File: config.mk
export PLATFORM = sky130hd
export DESIGN_NAME = issue_stage
export DESIGN_NICKNAME = d
export VERILOG_FILES = /design/src/source/ooo_pkg.sv /design/src/source/commit.sv /design/src/source/gpr_file.sv /design/src/source/issue.sv /design/src/source/issue_stage.sv /design/src/source/scoreboard.sv
export SDC_FILE = /design/constraint.sdc
export NUM_CORES = 2
export LEC_CHECK = 0
export BUFFER_PORTS_ARGS = -buffer_cell sky130_fd_sc_hd__buf_2
export CAP_MARGIN = 20
export CORE_UTILIZATION = 40
export DETAILED_ROUTE_END_ITERATION = 8
export PLACE_DENSITY = 0.59
export SETUP_SLACK_MARGIN = 0.4
export SLEW_MARGIN = 20
export SYNTH_ARGS = -nofsm -noshare
export SYNTH_HDL_FRONTEND = slang
export SYNTH_SLANG_ARGS = --single-unit
File: constraint.sdc
create_clock -name clock -period 10.4 [get_ports clock]
set_input_delay 1.04 -clock clock [delete_from_list [all_inputs] [get_ports clock]]
set_output_delay 1.04 -clock clock [all_outputs]
set_load 0.01 [all_outputs]
File: src/source/ooo_pkg.sv
package ooo_pkg;

  localparam int sb_depth = 4;
  localparam int trans_id_bits = 2; // Index into the scoreboard
  localparam int wb_ports = 2;

  typedef logic [31:0] word_t;
  typedef logic [31:0] addr_t;
  typedef logic [4:0] reg_addr_t;
  typedef logic [trans_id_bits-1:0] trans_id_t;

  typedef enum logic [1:0] {
    FU_NONE,
    FU_ALU,
    FU_BJU,
    FU_LSU
  } fu_e;

  // Compare ops double as branch conditions on the BJU
  typedef enum logic [3:0] {
    ALU_ADD,
    ALU_SUB,
    ALU_XOR,
    ALU_EQ,
    ALU_NE,
    ALU_LT,
    BJU_JAL,
    BJU_JALR,
    LSU_LW,
    LSU_SW
  } fu_op_e;

  typedef enum logic [1:0] {
    FREE,
    ISSUED,
    DONE
  } sb_state_e;

  typedef struct packed {
    addr_t     pc;
    logic      is_rv16;
    fu_e       fu;
    fu_op_e    op;
    reg_addr_t rs1;
    reg_addr_t rs2;
    reg_addr_t rd;
    logic      use_imm; // operand_b takes imm
    word_t     imm;
  } decoder_t;

  typedef struct packed {
    fu_e       fu;
    fu_op_e    op;
    word_t     operand_a;
    word_t     operand_b;
    word_t     imm;
    trans_id_t trans_id;
  } fu_data_t;

  typedef struct packed {
    logic      valid;
    trans_id_t trans_id;
    word_t     result;
  } writeback_t;

  typedef struct packed {
    reg_addr_t rs;
    logic      valid;
  } fwd_query_t;

  typedef struct packed {
    logic  busy; // Producer still in flight
    logic  hit;  // Result waiting in scoreboard
    word_t data;
  } fwd_reply_t;

endpackage

File: src/source/commit.sv
`timescale 1ns/1ps

module commit (
  input  logic                                       clock,
  input  logic                                       rst,
  input  logic                                       head_valid,
  input  ooo_pkg::decoder_t                          head_instr,
  input  ooo_pkg::word_t                             head_result,
  output logic                                       commit_pop,
  output logic                                       gpr_we,
  output ooo_pkg::reg_addr_t                         gpr_waddr,
  output ooo_pkg::word_t                             gpr_wdata,
  input  ooo_pkg::writeback_t [ooo_pkg::wb_ports-1:0] wb,
  input  logic                                       branch_taken,
  input  ooo_pkg::addr_t                             branch_address,
  output logic                                       retire_valid,
  output logic                                       retire_branch,
  output logic                                       retire_jump,
  output logic                                       retire_is_rv16,
  output ooo_pkg::addr_t                             retire_pc,
  output ooo_pkg::addr_t                             retire_dnpc,
  output ooo_pkg::reg_addr_t                         retire_rd,
  output ooo_pkg::word_t                             retire_wdata
);
  import ooo_pkg::*;

  trans_id_t head_id_q; // Tracks scoreboard head
  logic      taken_q [sb_depth];
  addr_t     target_q [sb_depth];
  logic      is_branch;
  logic      is_jump;

  // Register file is written on the same edge the entry frees
  assign commit_pop = head_valid;
  assign gpr_we = head_valid && head_instr.rd != '0 && head_instr.op != LSU_SW;
  assign gpr_waddr = head_instr.rd;
  assign gpr_wdata = head_result;

  assign is_jump = head_instr.op inside {BJU_JAL, BJU_JALR};
  assign is_branch = head_instr.fu == FU_BJU && (head_instr.op inside {ALU_EQ, ALU_NE, ALU_LT});

  always_ff @(posedge clock) begin
    if (rst) begin
      head_id_q <= '0;
      retire_valid <= 1'b0;
    end else begin
      retire_valid <= commit_pop;
      if (commit_pop) begin
        head_id_q <= head_id_q + 1'b1;
      end
    end
  end

  // Branch outcome kept per entry since results come back out of order
  always_ff @(posedge clock) begin
    if (wb[0].valid) begin
      taken_q[wb[0].trans_id] <= branch_taken;
      target_q[wb[0].trans_id] <= branch_address;
    end
  end

  always_ff @(posedge clock) begin
    if (commit_pop) begin
      retire_pc <= head_instr.pc;
      retire_is_rv16 <= head_instr.is_rv16;
      retire_rd <= head_instr.rd;
      retire_wdata <= head_result;
      retire_jump <= is_jump;
      retire_branch <= is_branch && taken_q[head_id_q];
      if (head_instr.fu == FU_BJU) begin
        retire_dnpc <= target_q[head_id_q];
      end else begin
        retire_dnpc <= head_instr.pc + (head_instr.is_rv16 ? 32'd2 : 32'd4);
      end
    end
  end

endmodule

File: src/source/gpr_file.sv
`timescale 1ns/1ps

module gpr_file (
  input  logic               clock,
  input  logic               rst,
  input  ooo_pkg::reg_addr_t rs1,
  input  ooo_pkg::reg_addr_t rs2,
  output ooo_pkg::word_t     rdata1,
  output ooo_pkg::word_t     rdata2,
  input  logic               gpr_we,
  input  ooo_pkg::reg_addr_t gpr_waddr,
  input  ooo_pkg::word_t     gpr_wdata
);
  import ooo_pkg::*;

  word_t regs_q [32];

  always_ff @(posedge clock) begin
    if (rst) begin
      for (int i = 0; i < 32; i++) begin
        regs_q[i] <= '0;
      end
    end else if (gpr_we && gpr_waddr != '0) begin // x0 ignores writes
      regs_q[gpr_waddr] <= gpr_wdata;
    end
  end

  assign rdata1 = (rs1 == '0) ? '0 : regs_q[rs1];
  assign rdata2 = (rs2 == '0) ? '0 : regs_q[rs2];

endmodule

File: src/source/issue.sv
`timescale 1ns/1ps

module issue (
  input  logic                     clock,
  input  logic                     rst,
  input  ooo_pkg::decoder_t        idu2isu_instr,
  input  logic                     idu_valid,
  output logic                     isu2idu_ready,
  input  logic                     flush_unissued_instr,
  output ooo_pkg::fwd_query_t [1:0] fwd_query,
  input  ooo_pkg::fwd_reply_t [1:0] fwd_reply,
  output ooo_pkg::reg_addr_t       rs1,
  output ooo_pkg::reg_addr_t       rs2,
  input  ooo_pkg::word_t           rdata1,
  input  ooo_pkg::word_t           rdata2,
  output logic                     alloc,
  input  logic                     alloc_ready,
  output ooo_pkg::decoder_t        alloc_instr,
  input  ooo_pkg::trans_id_t       alloc_id,
  output ooo_pkg::fu_data_t        fu_data,
  output ooo_pkg::addr_t           pc,
  output logic                     is_rv16,
  input  logic                     flu_ready,
  input  logic                     lsu_ready,
  output logic                     alu_valid,
  output logic                     bju_valid,
  output logic                     lsu_valid
);
  import ooo_pkg::*;

  decoder_t instr_q;
  logic     valid_q;
  logic     can_go;
  logic     fire;
  logic     accept;

  assign rs1 = instr_q.rs1;
  assign rs2 = instr_q.rs2;
  assign pc = instr_q.pc;
  assign is_rv16 = instr_q.is_rv16;

  always_comb begin
    fwd_query[0].rs = instr_q.rs1;
    fwd_query[0].valid = valid_q;
    fwd_query[1].rs = instr_q.rs2;
    fwd_query[1].valid = valid_q && !instr_q.use_imm; // No rs2 dependency with an immediate
  end

  // Scoreboard result wins over the register file
  always_comb begin
    fu_data.fu = instr_q.fu;
    fu_data.op = instr_q.op;
    fu_data.operand_a = fwd_reply[0].hit ? fwd_reply[0].data : rdata1;
    if (instr_q.use_imm) begin
      fu_data.operand_b = instr_q.imm;
    end else begin
      fu_data.operand_b = fwd_reply[1].hit ? fwd_reply[1].data : rdata2;
    end
    fu_data.imm = instr_q.imm;
    fu_data.trans_id = alloc_id;
  end

  assign can_go = valid_q && !flush_unissued_instr && alloc_ready &&
                  !fwd_reply[0].busy && !fwd_reply[1].busy;

  assign alu_valid = can_go && (instr_q.fu inside {FU_ALU, FU_NONE});
  assign bju_valid = can_go && instr_q.fu == FU_BJU;
  assign lsu_valid = can_go && instr_q.fu == FU_LSU;

  assign fire = ((alu_valid || bju_valid) && flu_ready) || (lsu_valid && lsu_ready);
  assign alloc = fire;
  assign alloc_instr = instr_q;

  assign isu2idu_ready = (!valid_q || fire) && !flush_unissued_instr;
  assign accept = idu_valid && isu2idu_ready;

  always_ff @(posedge clock) begin
    if (rst) begin
      valid_q <= 1'b0;
    end else if (flush_unissued_instr) begin
      valid_q <= 1'b0;
    end else if (accept) begin
      valid_q <= 1'b1;
    end else if (fire) begin
      valid_q <= 1'b0;
    end
  end

  always_ff @(posedge clock) begin
    if (accept) begin
      instr_q <= idu2isu_instr;
    end
  end

  a_one_unit: assert property (@(posedge clock) disable iff (rst)
    $onehot0({alu_valid, bju_valid, lsu_valid}));

endmodule

File: src/source/issue_stage.sv
`timescale 1ns/1ps

module issue_stage (
  input  logic                                       clock,
  input  logic                                       rst,
  input  ooo_pkg::decoder_t                          idu2isu_instr,
  input  logic                                       idu_valid,
  output logic                                       isu2idu_ready,
  input  logic                                       flush_unissued_instr,
  output ooo_pkg::fu_data_t                          fu_data,
  output ooo_pkg::addr_t                             pc,
  output logic                                       is_rv16,
  input  logic                                       flu_ready,
  input  logic                                       lsu_ready,
  output logic                                       alu_valid,
  output logic                                       bju_valid,
  output logic                                       lsu_valid,
  input  ooo_pkg::writeback_t [ooo_pkg::wb_ports-1:0] wb,
  input  logic                                       branch_taken,
  input  ooo_pkg::addr_t                             branch_address,
  output logic                                       retire_valid,
  output logic                                       retire_branch,
  output logic                                       retire_jump,
  output logic                                       retire_is_rv16,
  output ooo_pkg::addr_t                             retire_pc,
  output ooo_pkg::addr_t                             retire_dnpc,
  output ooo_pkg::reg_addr_t                         retire_rd,
  output ooo_pkg::word_t                             retire_wdata
);
  import ooo_pkg::*;

  // Operand lookup
  fwd_query_t [1:0] fwd_query;
  fwd_reply_t [1:0] fwd_reply;
  reg_addr_t        rs1;
  reg_addr_t        rs2;
  word_t            rdata1;
  word_t            rdata2;

  // Allocation
  logic      alloc;
  logic      alloc_ready;
  decoder_t  alloc_instr;
  trans_id_t alloc_id;

  // Retirement
  logic      head_valid;
  decoder_t  head_instr;
  word_t     head_result;
  logic      commit_pop;
  logic      gpr_we;
  reg_addr_t gpr_waddr;
  word_t     gpr_wdata;

  issue issue_inst (.*);

  scoreboard scoreboard_inst (.*);

  commit commit_inst (.*);

  gpr_file gpr_file_inst (.*);

endmodule

File: src/source/scoreboard.sv
`timescale 1ns/1ps

module scoreboard (
  input  logic                                       clock,
  input  logic                                       rst,
  input  logic                                       alloc,
  input  ooo_pkg::decoder_t                          alloc_instr,
  output logic                                       alloc_ready,
  output ooo_pkg::trans_id_t                         alloc_id,
  input  ooo_pkg::writeback_t [ooo_pkg::wb_ports-1:0] wb,
  input  ooo_pkg::fwd_query_t [1:0]                  fwd_query,
  output ooo_pkg::fwd_reply_t [1:0]                  fwd_reply,
  output logic                                       head_valid,
  output ooo_pkg::decoder_t                          head_instr,
  output ooo_pkg::word_t                             head_result,
  input  logic                                       commit_pop
);
  import ooo_pkg::*;

  sb_state_e state_q [sb_depth];
  decoder_t  instr_q [sb_depth];
  word_t     result_q [sb_depth];
  trans_id_t head_q;
  trans_id_t tail_q;
  logic      do_alloc;
  logic      do_pop;

  // Full when the tail has wrapped onto a live entry
  assign alloc_ready = state_q[tail_q] == FREE;
  assign alloc_id = tail_q;
  assign do_alloc = alloc && alloc_ready;

  assign head_valid = state_q[head_q] == DONE;
  assign head_instr = instr_q[head_q];
  assign head_result = result_q[head_q];
  assign do_pop = commit_pop && head_valid;

  // Walk oldest to youngest so the last match is the youngest producer
  always_comb begin
    trans_id_t idx;
    for (int q = 0; q < 2; q++) begin
      fwd_reply[q] = '0;
      for (int i = 0; i < sb_depth; i++) begin
        idx = head_q + trans_id_t'(i);
        if (fwd_query[q].valid && fwd_query[q].rs != '0 && state_q[idx] != FREE &&
            instr_q[idx].rd == fwd_query[q].rs) begin
          fwd_reply[q].busy = state_q[idx] == ISSUED;
          fwd_reply[q].hit = state_q[idx] == DONE;
          fwd_reply[q].data = result_q[idx];
        end
      end
    end
  end

  // Writeback, alloc and pop always touch different entries
  always_ff @(posedge clock) begin
    if (rst) begin
      for (int i = 0; i < sb_depth; i++) begin
        state_q[i] <= FREE;
      end
      head_q <= '0;
      tail_q <= '0;
    end else begin
      for (int p = 0; p < wb_ports; p++) begin
        if (wb[p].valid) begin
          state_q[wb[p].trans_id] <= DONE;
        end
      end
      if (do_alloc) begin
        state_q[tail_q] <= ISSUED;
        tail_q <= tail_q + 1'b1;
      end
      if (do_pop) begin
        state_q[head_q] <= FREE;
        head_q <= head_q + 1'b1;
      end
    end
  end

  always_ff @(posedge clock) begin
    if (do_alloc) begin
      instr_q[tail_q] <= alloc_instr;
    end
    for (int p = 0; p < wb_ports; p++) begin
      if (wb[p].valid) begin
        result_q[wb[p].trans_id] <= wb[p].result;
      end
    end
  end

  for (genvar p = 0; p < wb_ports; p++) begin : g_wb_check
    a_wb_live: assert property (@(posedge clock) disable iff (rst)
      wb[p].valid |-> state_q[wb[p].trans_id] == ISSUED);
  end

  // Issue must respect alloc_ready
  a_no_overflow: assert property (@(posedge clock) disable iff (rst)
    alloc |-> state_q[tail_q] == FREE);

endmodule

==> impl_results.html <==
<table>
<tr><th>Metric</th><th>Value</th></tr>
<tr><th colspan="2">Pwr</th></tr>
<tr><td>Largest voltage drop on the vdd net</td><td>176 uV</td></tr>
<tr><td>Pwr Density</td><td>approximately 180 nW/um^2</td></tr>
<tr><td>Leakage component of the power</td><td>32.6 nW</td></tr>
<tr><th colspan="2">CTS</th></tr>
<tr><td>Post-CTS Setup Repair Bufs</td><td>0</td></tr>
<tr><td>Root cell of the clock tree</td><td>sky130_fd_sc_hd__clkbuf_16</td></tr>
<tr><td>Number of buffers created by CTS</td><td>177</td></tr>
<tr><td>Resized Gates After CTS</td><td>0</td></tr>
<tr><td>Hold-fix buffer count after cts</td><td>0</td></tr>
<tr><td>Total clock sinks</td><td>1683</td></tr>
<tr><td>Source-to-sink clock delay at the later pin of the worst-skew pair</td><td>between 0.8 and 0.9 ns</td></tr>
<tr><td>Count of H-tree levels built during CTS</td><td>4</td></tr>
<tr><td>CTS tree</td><td>built</td></tr>
<tr><td>Longest Clk Path Bufs</td><td>3</td></tr>
<tr><td>Worst-path clk slew</td><td>0.06 ns</td></tr>
<tr><th colspan="2">STA</th></tr>
<tr><td>Final-layout setup total negative slack</td><td>0 ns</td></tr>
<tr><td>Worst slew margin relative to its limit</td><td>0.194</td></tr>
<tr><td>Peak Freq</td><td>128 MHz</td></tr>
<tr><td>Min Clock Period, post-route</td><td>7.83 ns</td></tr>
<tr><td>Final hold viol count</td><td>0</td></tr>
<tr><td>Max-slew violations</td><td>0</td></tr>
<tr><td>Actual transition at the worst max-transition pin</td><td>1.19 ns</td></tr>
<tr><td>Period utilisation layout</td><td>0.752</td></tr>
<tr><td>Unrepaired setup endpoints after global routing</td><td>false</td></tr>
<tr><td>Post-route clock skew</td><td>between 0.05 and 0.06 ns</td></tr>
<tr><td>Setup violation total in the final timing report</td><td>0</td></tr>
<tr><th colspan="2">Setup path</th></tr>
<tr><td>Required time of the critical path</td><td>9.36 ns</td></tr>
<tr><td>Max FO, Critical Path</td><td>41</td></tr>
<tr><td>Arrival @ worst endpoint</td><td>6.79 ns</td></tr>
<tr><td>Type of the worst setup path</td><td>register to output pin</td></tr>
<tr><td>Critical Path Start Type</td><td>register</td></tr>
<tr><td>Kind of end point of the critical path</td><td>output pin</td></tr>
<tr><th colspan="2">GRT</th></tr>
<tr><td>Number of global-route vias before repair</td><td>slightly above 50000</td></tr>
<tr><td>Largest net degree at the start of global routing</td><td>104</td></tr>
<tr><td>Global router's overall resource usage</td><td>0.277</td></tr>
<tr><td>Number of antenna violations at the first check in global routing</td><td>37</td></tr>
<tr><td>Global-route wire length before repair</td><td>405000 um</td></tr>
<tr><td>Grt total ovfl</td><td>0</td></tr>
<tr><th colspan="2">Floorplanning</th></tr>
<tr><td>I/O pin cnt</td><td>about 440</td></tr>
<tr><td>Die extent in y</td><td>459 um</td></tr>
<tr><td>Horizontal die dimension</td><td>459 um</td></tr>
<tr><td>Die area</td><td>211000 um^2</td></tr>
<tr><td>Number of cell rows</td><td>roughly 170</td></tr>
<tr><td>Core Box Area</td><td>207000 um^2</td></tr>
<tr><td>Starting utilization of the core area</td><td>0.403</td></tr>
<tr><th colspan="2">Outcome</th></tr>
<tr><td>Result of the run</td><td>complete, no violations</td></tr>
<tr><th colspan="2">Logic synthesis</th></tr>
<tr><td>Post-synthesis sequential area ratio</td><td>0.601</td></tr>
<tr><td>Count of flip-flops with a built-in enable after synthesis</td><td>1651</td></tr>
<tr><td>Dominant cell type by area after synthesis</td><td>sky130_fd_sc_hd__edfxtp_1</td></tr>
<tr><td>Area contributors post-synth</td><td>sky130_fd_sc_hd__edfxtp_1, sky130_fd_sc_hd__mux4_2, sky130_fd_sc_hd__nor2_1, sky130_fd_sc_hd__mux2_2, sky130_fd_sc_hd__clkbuf_1</td></tr>
<tr><td>Post-Synthesis Cell Area</td><td>83500 um^2</td></tr>
<tr><td>Post-synthesis cell count</td><td>roughly 5200</td></tr>
<tr><td>Avg Inst Size Synth</td><td>16.0 um^2</td></tr>
<tr><td>Count of state elements after synthesis</td><td>approximately 1700</td></tr>
<tr><td>Dominant register cell in the synthesized netlist</td><td>sky130_fd_sc_hd__edfxtp_1</td></tr>
<tr><td>Yosys top cell area share</td><td>0.594</td></tr>
<tr><td>Yosys warning count</td><td>0</td></tr>
<tr><td>Post-synth ARST share</td><td>0</td></tr>
<tr><td>Yosys cell types</td><td>68</td></tr>
<tr><th colspan="2">Cells and area</th></tr>
<tr><td>Share of cells above drive strength 1</td><td>0.357</td></tr>
<tr><td>Final instance area</td><td>94100 um^2</td></tr>
<tr><td># nets final</td><td>5662</td></tr>
<tr><td>Relative area change from synthesis to final layout</td><td>12.7%</td></tr>
<tr><td>Commonest non-fill, non-tap cells in the layout</td><td>sky130_fd_sc_hd__edfxtp_1, sky130_fd_sc_hd__nor2_1, sky130_fd_sc_hd__mux4_2</td></tr>
<tr><td>Most common cell after layout, fill and taps aside</td><td>sky130_fd_sc_hd__edfxtp_1</td></tr>
<tr><td>Core utilization of the finished layout</td><td>0.454</td></tr>
<tr><th colspan="2">Drt</th></tr>
<tr><td>Vias per cell</td><td>between 6 and 7</td></tr>
<tr><td>ANT nets after route</td><td>0</td></tr>
<tr><td>Final Routed Wirelength</td><td>293000 um</td></tr>
<tr><td>Post-route DRC violation count</td><td>0</td></tr>
<tr><td>Drt pass-1 iters</td><td>8</td></tr>
<tr><td>Mean routed wirelength per cell</td><td>34.9 um</td></tr>
<tr><td>1st-iter DRT viols</td><td>a little over 7000</td></tr>
<tr><td>Via total after detailed routing</td><td>~52000</td></tr>
<tr><th colspan="2">Placement</th></tr>
<tr><td>Final HPWL DP</td><td>182000 um</td></tr>
<tr><td>Gpl congestion</td><td>between 0.9 and 1</td></tr>
<tr><td>DP Area</td><td>88600 um^2</td></tr>
<tr><td>Count of input and output buffers</td><td>441</td></tr>
<tr><th colspan="2">Worst hold path</th></tr>
<tr><td>Hold WC Path Type</td><td>input pin to register</td></tr>
<tr><th colspan="2">Job</th></tr>
<tr><td>Maximum capacitance violations</td><td>0</td></tr>
</table>
## metal layers
metal  vias to the layer above  track usage  routed length [um]
met2                      3372        0.434              137000
met5                         -            0                  82
met1                     27400        0.362              108000
met3                       679       0.0640               31700
li1                      20900            -                   -
met4                        14        0.136               16200
## registers in the layout (all words and copies together) (netlist names), 8 cells and up, named ones only
name / count
scoreboard_inst.instr_q: 176
issue_inst.alloc_instr: 44
issue_inst.pc: 32
scoreboard_inst.result_q: 128
commit_inst.retire_pc: 32
gpr_file_inst.regs_q: 1024
commit_inst.retire_dnpc: 32
commit_inst.retire_wdata: 32
commit_inst.target_q: 128
scoreboard_inst.state_q: 8
## worst paths after layout
path	cells after the start	slack [ns]	to	startpoint
min	1	0.35	issue_inst.alloc_instr[14]	idu2isu_instr[14]
min reg2reg	0	0.50	scoreboard_inst.instr_q[0][33]	issue_inst.alloc_instr[33]
max reg2reg	11	3.56	register	scoreboard_inst.head_q[0]
max	12	2.57	fu_data[89]	scoreboard_inst.head_q[0]
## logic make-up (layout without fill, tap and decap cells)
kind of cell	after synthesis	after routing	synth area share
other cells	1	46	0.0000449
mux	1138	1138	0.265
flops	1683	1683	0.601
fa+ha+maj	11	11	0.00174
xor+xnor	71	71	0.00745
simple gates	1411	1411	0.0676
buf+inv	614	949	0.0316
compound gates	302	302	0.0252
## worst max-delay path, stage by stage (launching register included)
cell                       delay (ns)
sky130_fd_sc_hd__dfxtp_4         0.76
sky130_fd_sc_hd__inv_1           0.21
sky130_fd_sc_hd__ha_4            0.67
sky130_fd_sc_hd__mux4_2          0.62
sky130_fd_sc_hd__xor2_1          0.16
sky130_fd_sc_hd__nor4_1          0.41
sky130_fd_sc_hd__and4b_2         1.01
sky130_fd_sc_hd__nor2_4          0.42
sky130_fd_sc_hd__a221oi_1        0.56
sky130_fd_sc_hd__o31ai_4         0.07
sky130_fd_sc_hd__buf_4           0.32
sky130_fd_sc_hd__mux2_2          0.46
sky130_fd_sc_hd__buf_2           0.18
## Yosys cell counts (4+ instances only)
master	count
sky130_fd_sc_hd__edfxtp_1	1651
sky130_fd_sc_hd__nand4_1	10
sky130_fd_sc_hd__ha_1	10
sky130_fd_sc_hd__nor3_1	5
sky130_fd_sc_hd__mux2_4	9
sky130_fd_sc_hd__nand3b_1	5
sky130_fd_sc_hd__mux2i_1	97
sky130_fd_sc_hd__mux4_2	834
sky130_fd_sc_hd__buf_1	68
sky130_fd_sc_hd__clkbuf_1	397
sky130_fd_sc_hd__buf_2	20
sky130_fd_sc_hd__o21ai_0	90
sky130_fd_sc_hd__nor2b_1	10
sky130_fd_sc_hd__o21ai_1	42
sky130_fd_sc_hd__a222oi_1	30
sky130_fd_sc_hd__nand2b_1	36
sky130_fd_sc_hd__xor2_1	29
sky130_fd_sc_hd__mux2_2	198
sky130_fd_sc_hd__o21a_1	6
sky130_fd_sc_hd__a22oi_1	31
sky130_fd_sc_hd__o31ai_1	31
sky130_fd_sc_hd__buf_6	4
sky130_fd_sc_hd__a211oi_1	4
sky130_fd_sc_hd__buf_4	75
sky130_fd_sc_hd__or3_1	4
sky130_fd_sc_hd__a221oi_1	34
sky130_fd_sc_hd__dfxtp_1	32
sky130_fd_sc_hd__a21oi_1	14
sky130_fd_sc_hd__nand2_1	176
sky130_fd_sc_hd__nor2_1	1109
sky130_fd_sc_hd__inv_1	50
sky130_fd_sc_hd__xnor2_1	42
sky130_fd_sc_hd__nand3_1	13
sky130_fd_sc_hd__and2_1	4
sky130_fd_sc_hd__and3_1	12
## cell type report
class,count,area [um^2]
well taps,2788,3490
inverters,50,188
multi-input cells,2965,31300
repair buffers,578,3320
diodes,14,35.0
fillers,18100,113000
flip-flops and latches,1683,50300
clock inverters,107,852
clock buffers,214,4610
## through the flow
step	instances	total power [W]	hold WS (ns)	setup WS, ns
CTS	8384	0.0173	0.310	2.55
detailed placement	8063	0.0112	0.492	3.47
global route	8391	0.0177	0.335	2.36
global placement	8063	0.0112	0.468	3.52
finish	8399	0.0173	0.350	2.57
floorplan	5262	0.00992	0.459	4.90
## where the power goes
group | switching (W) | internal (W) | total [W]
combinational | 0.00196 | 0.00112 | 0.00309
sequential | 0.000261 | 0.00781 | 0.00807
clock | 0.00278 | 0.00336 | 0.00614
total | 0.00501 | 0.0123 | 0.0173
(Power assumes the default switching activity.)
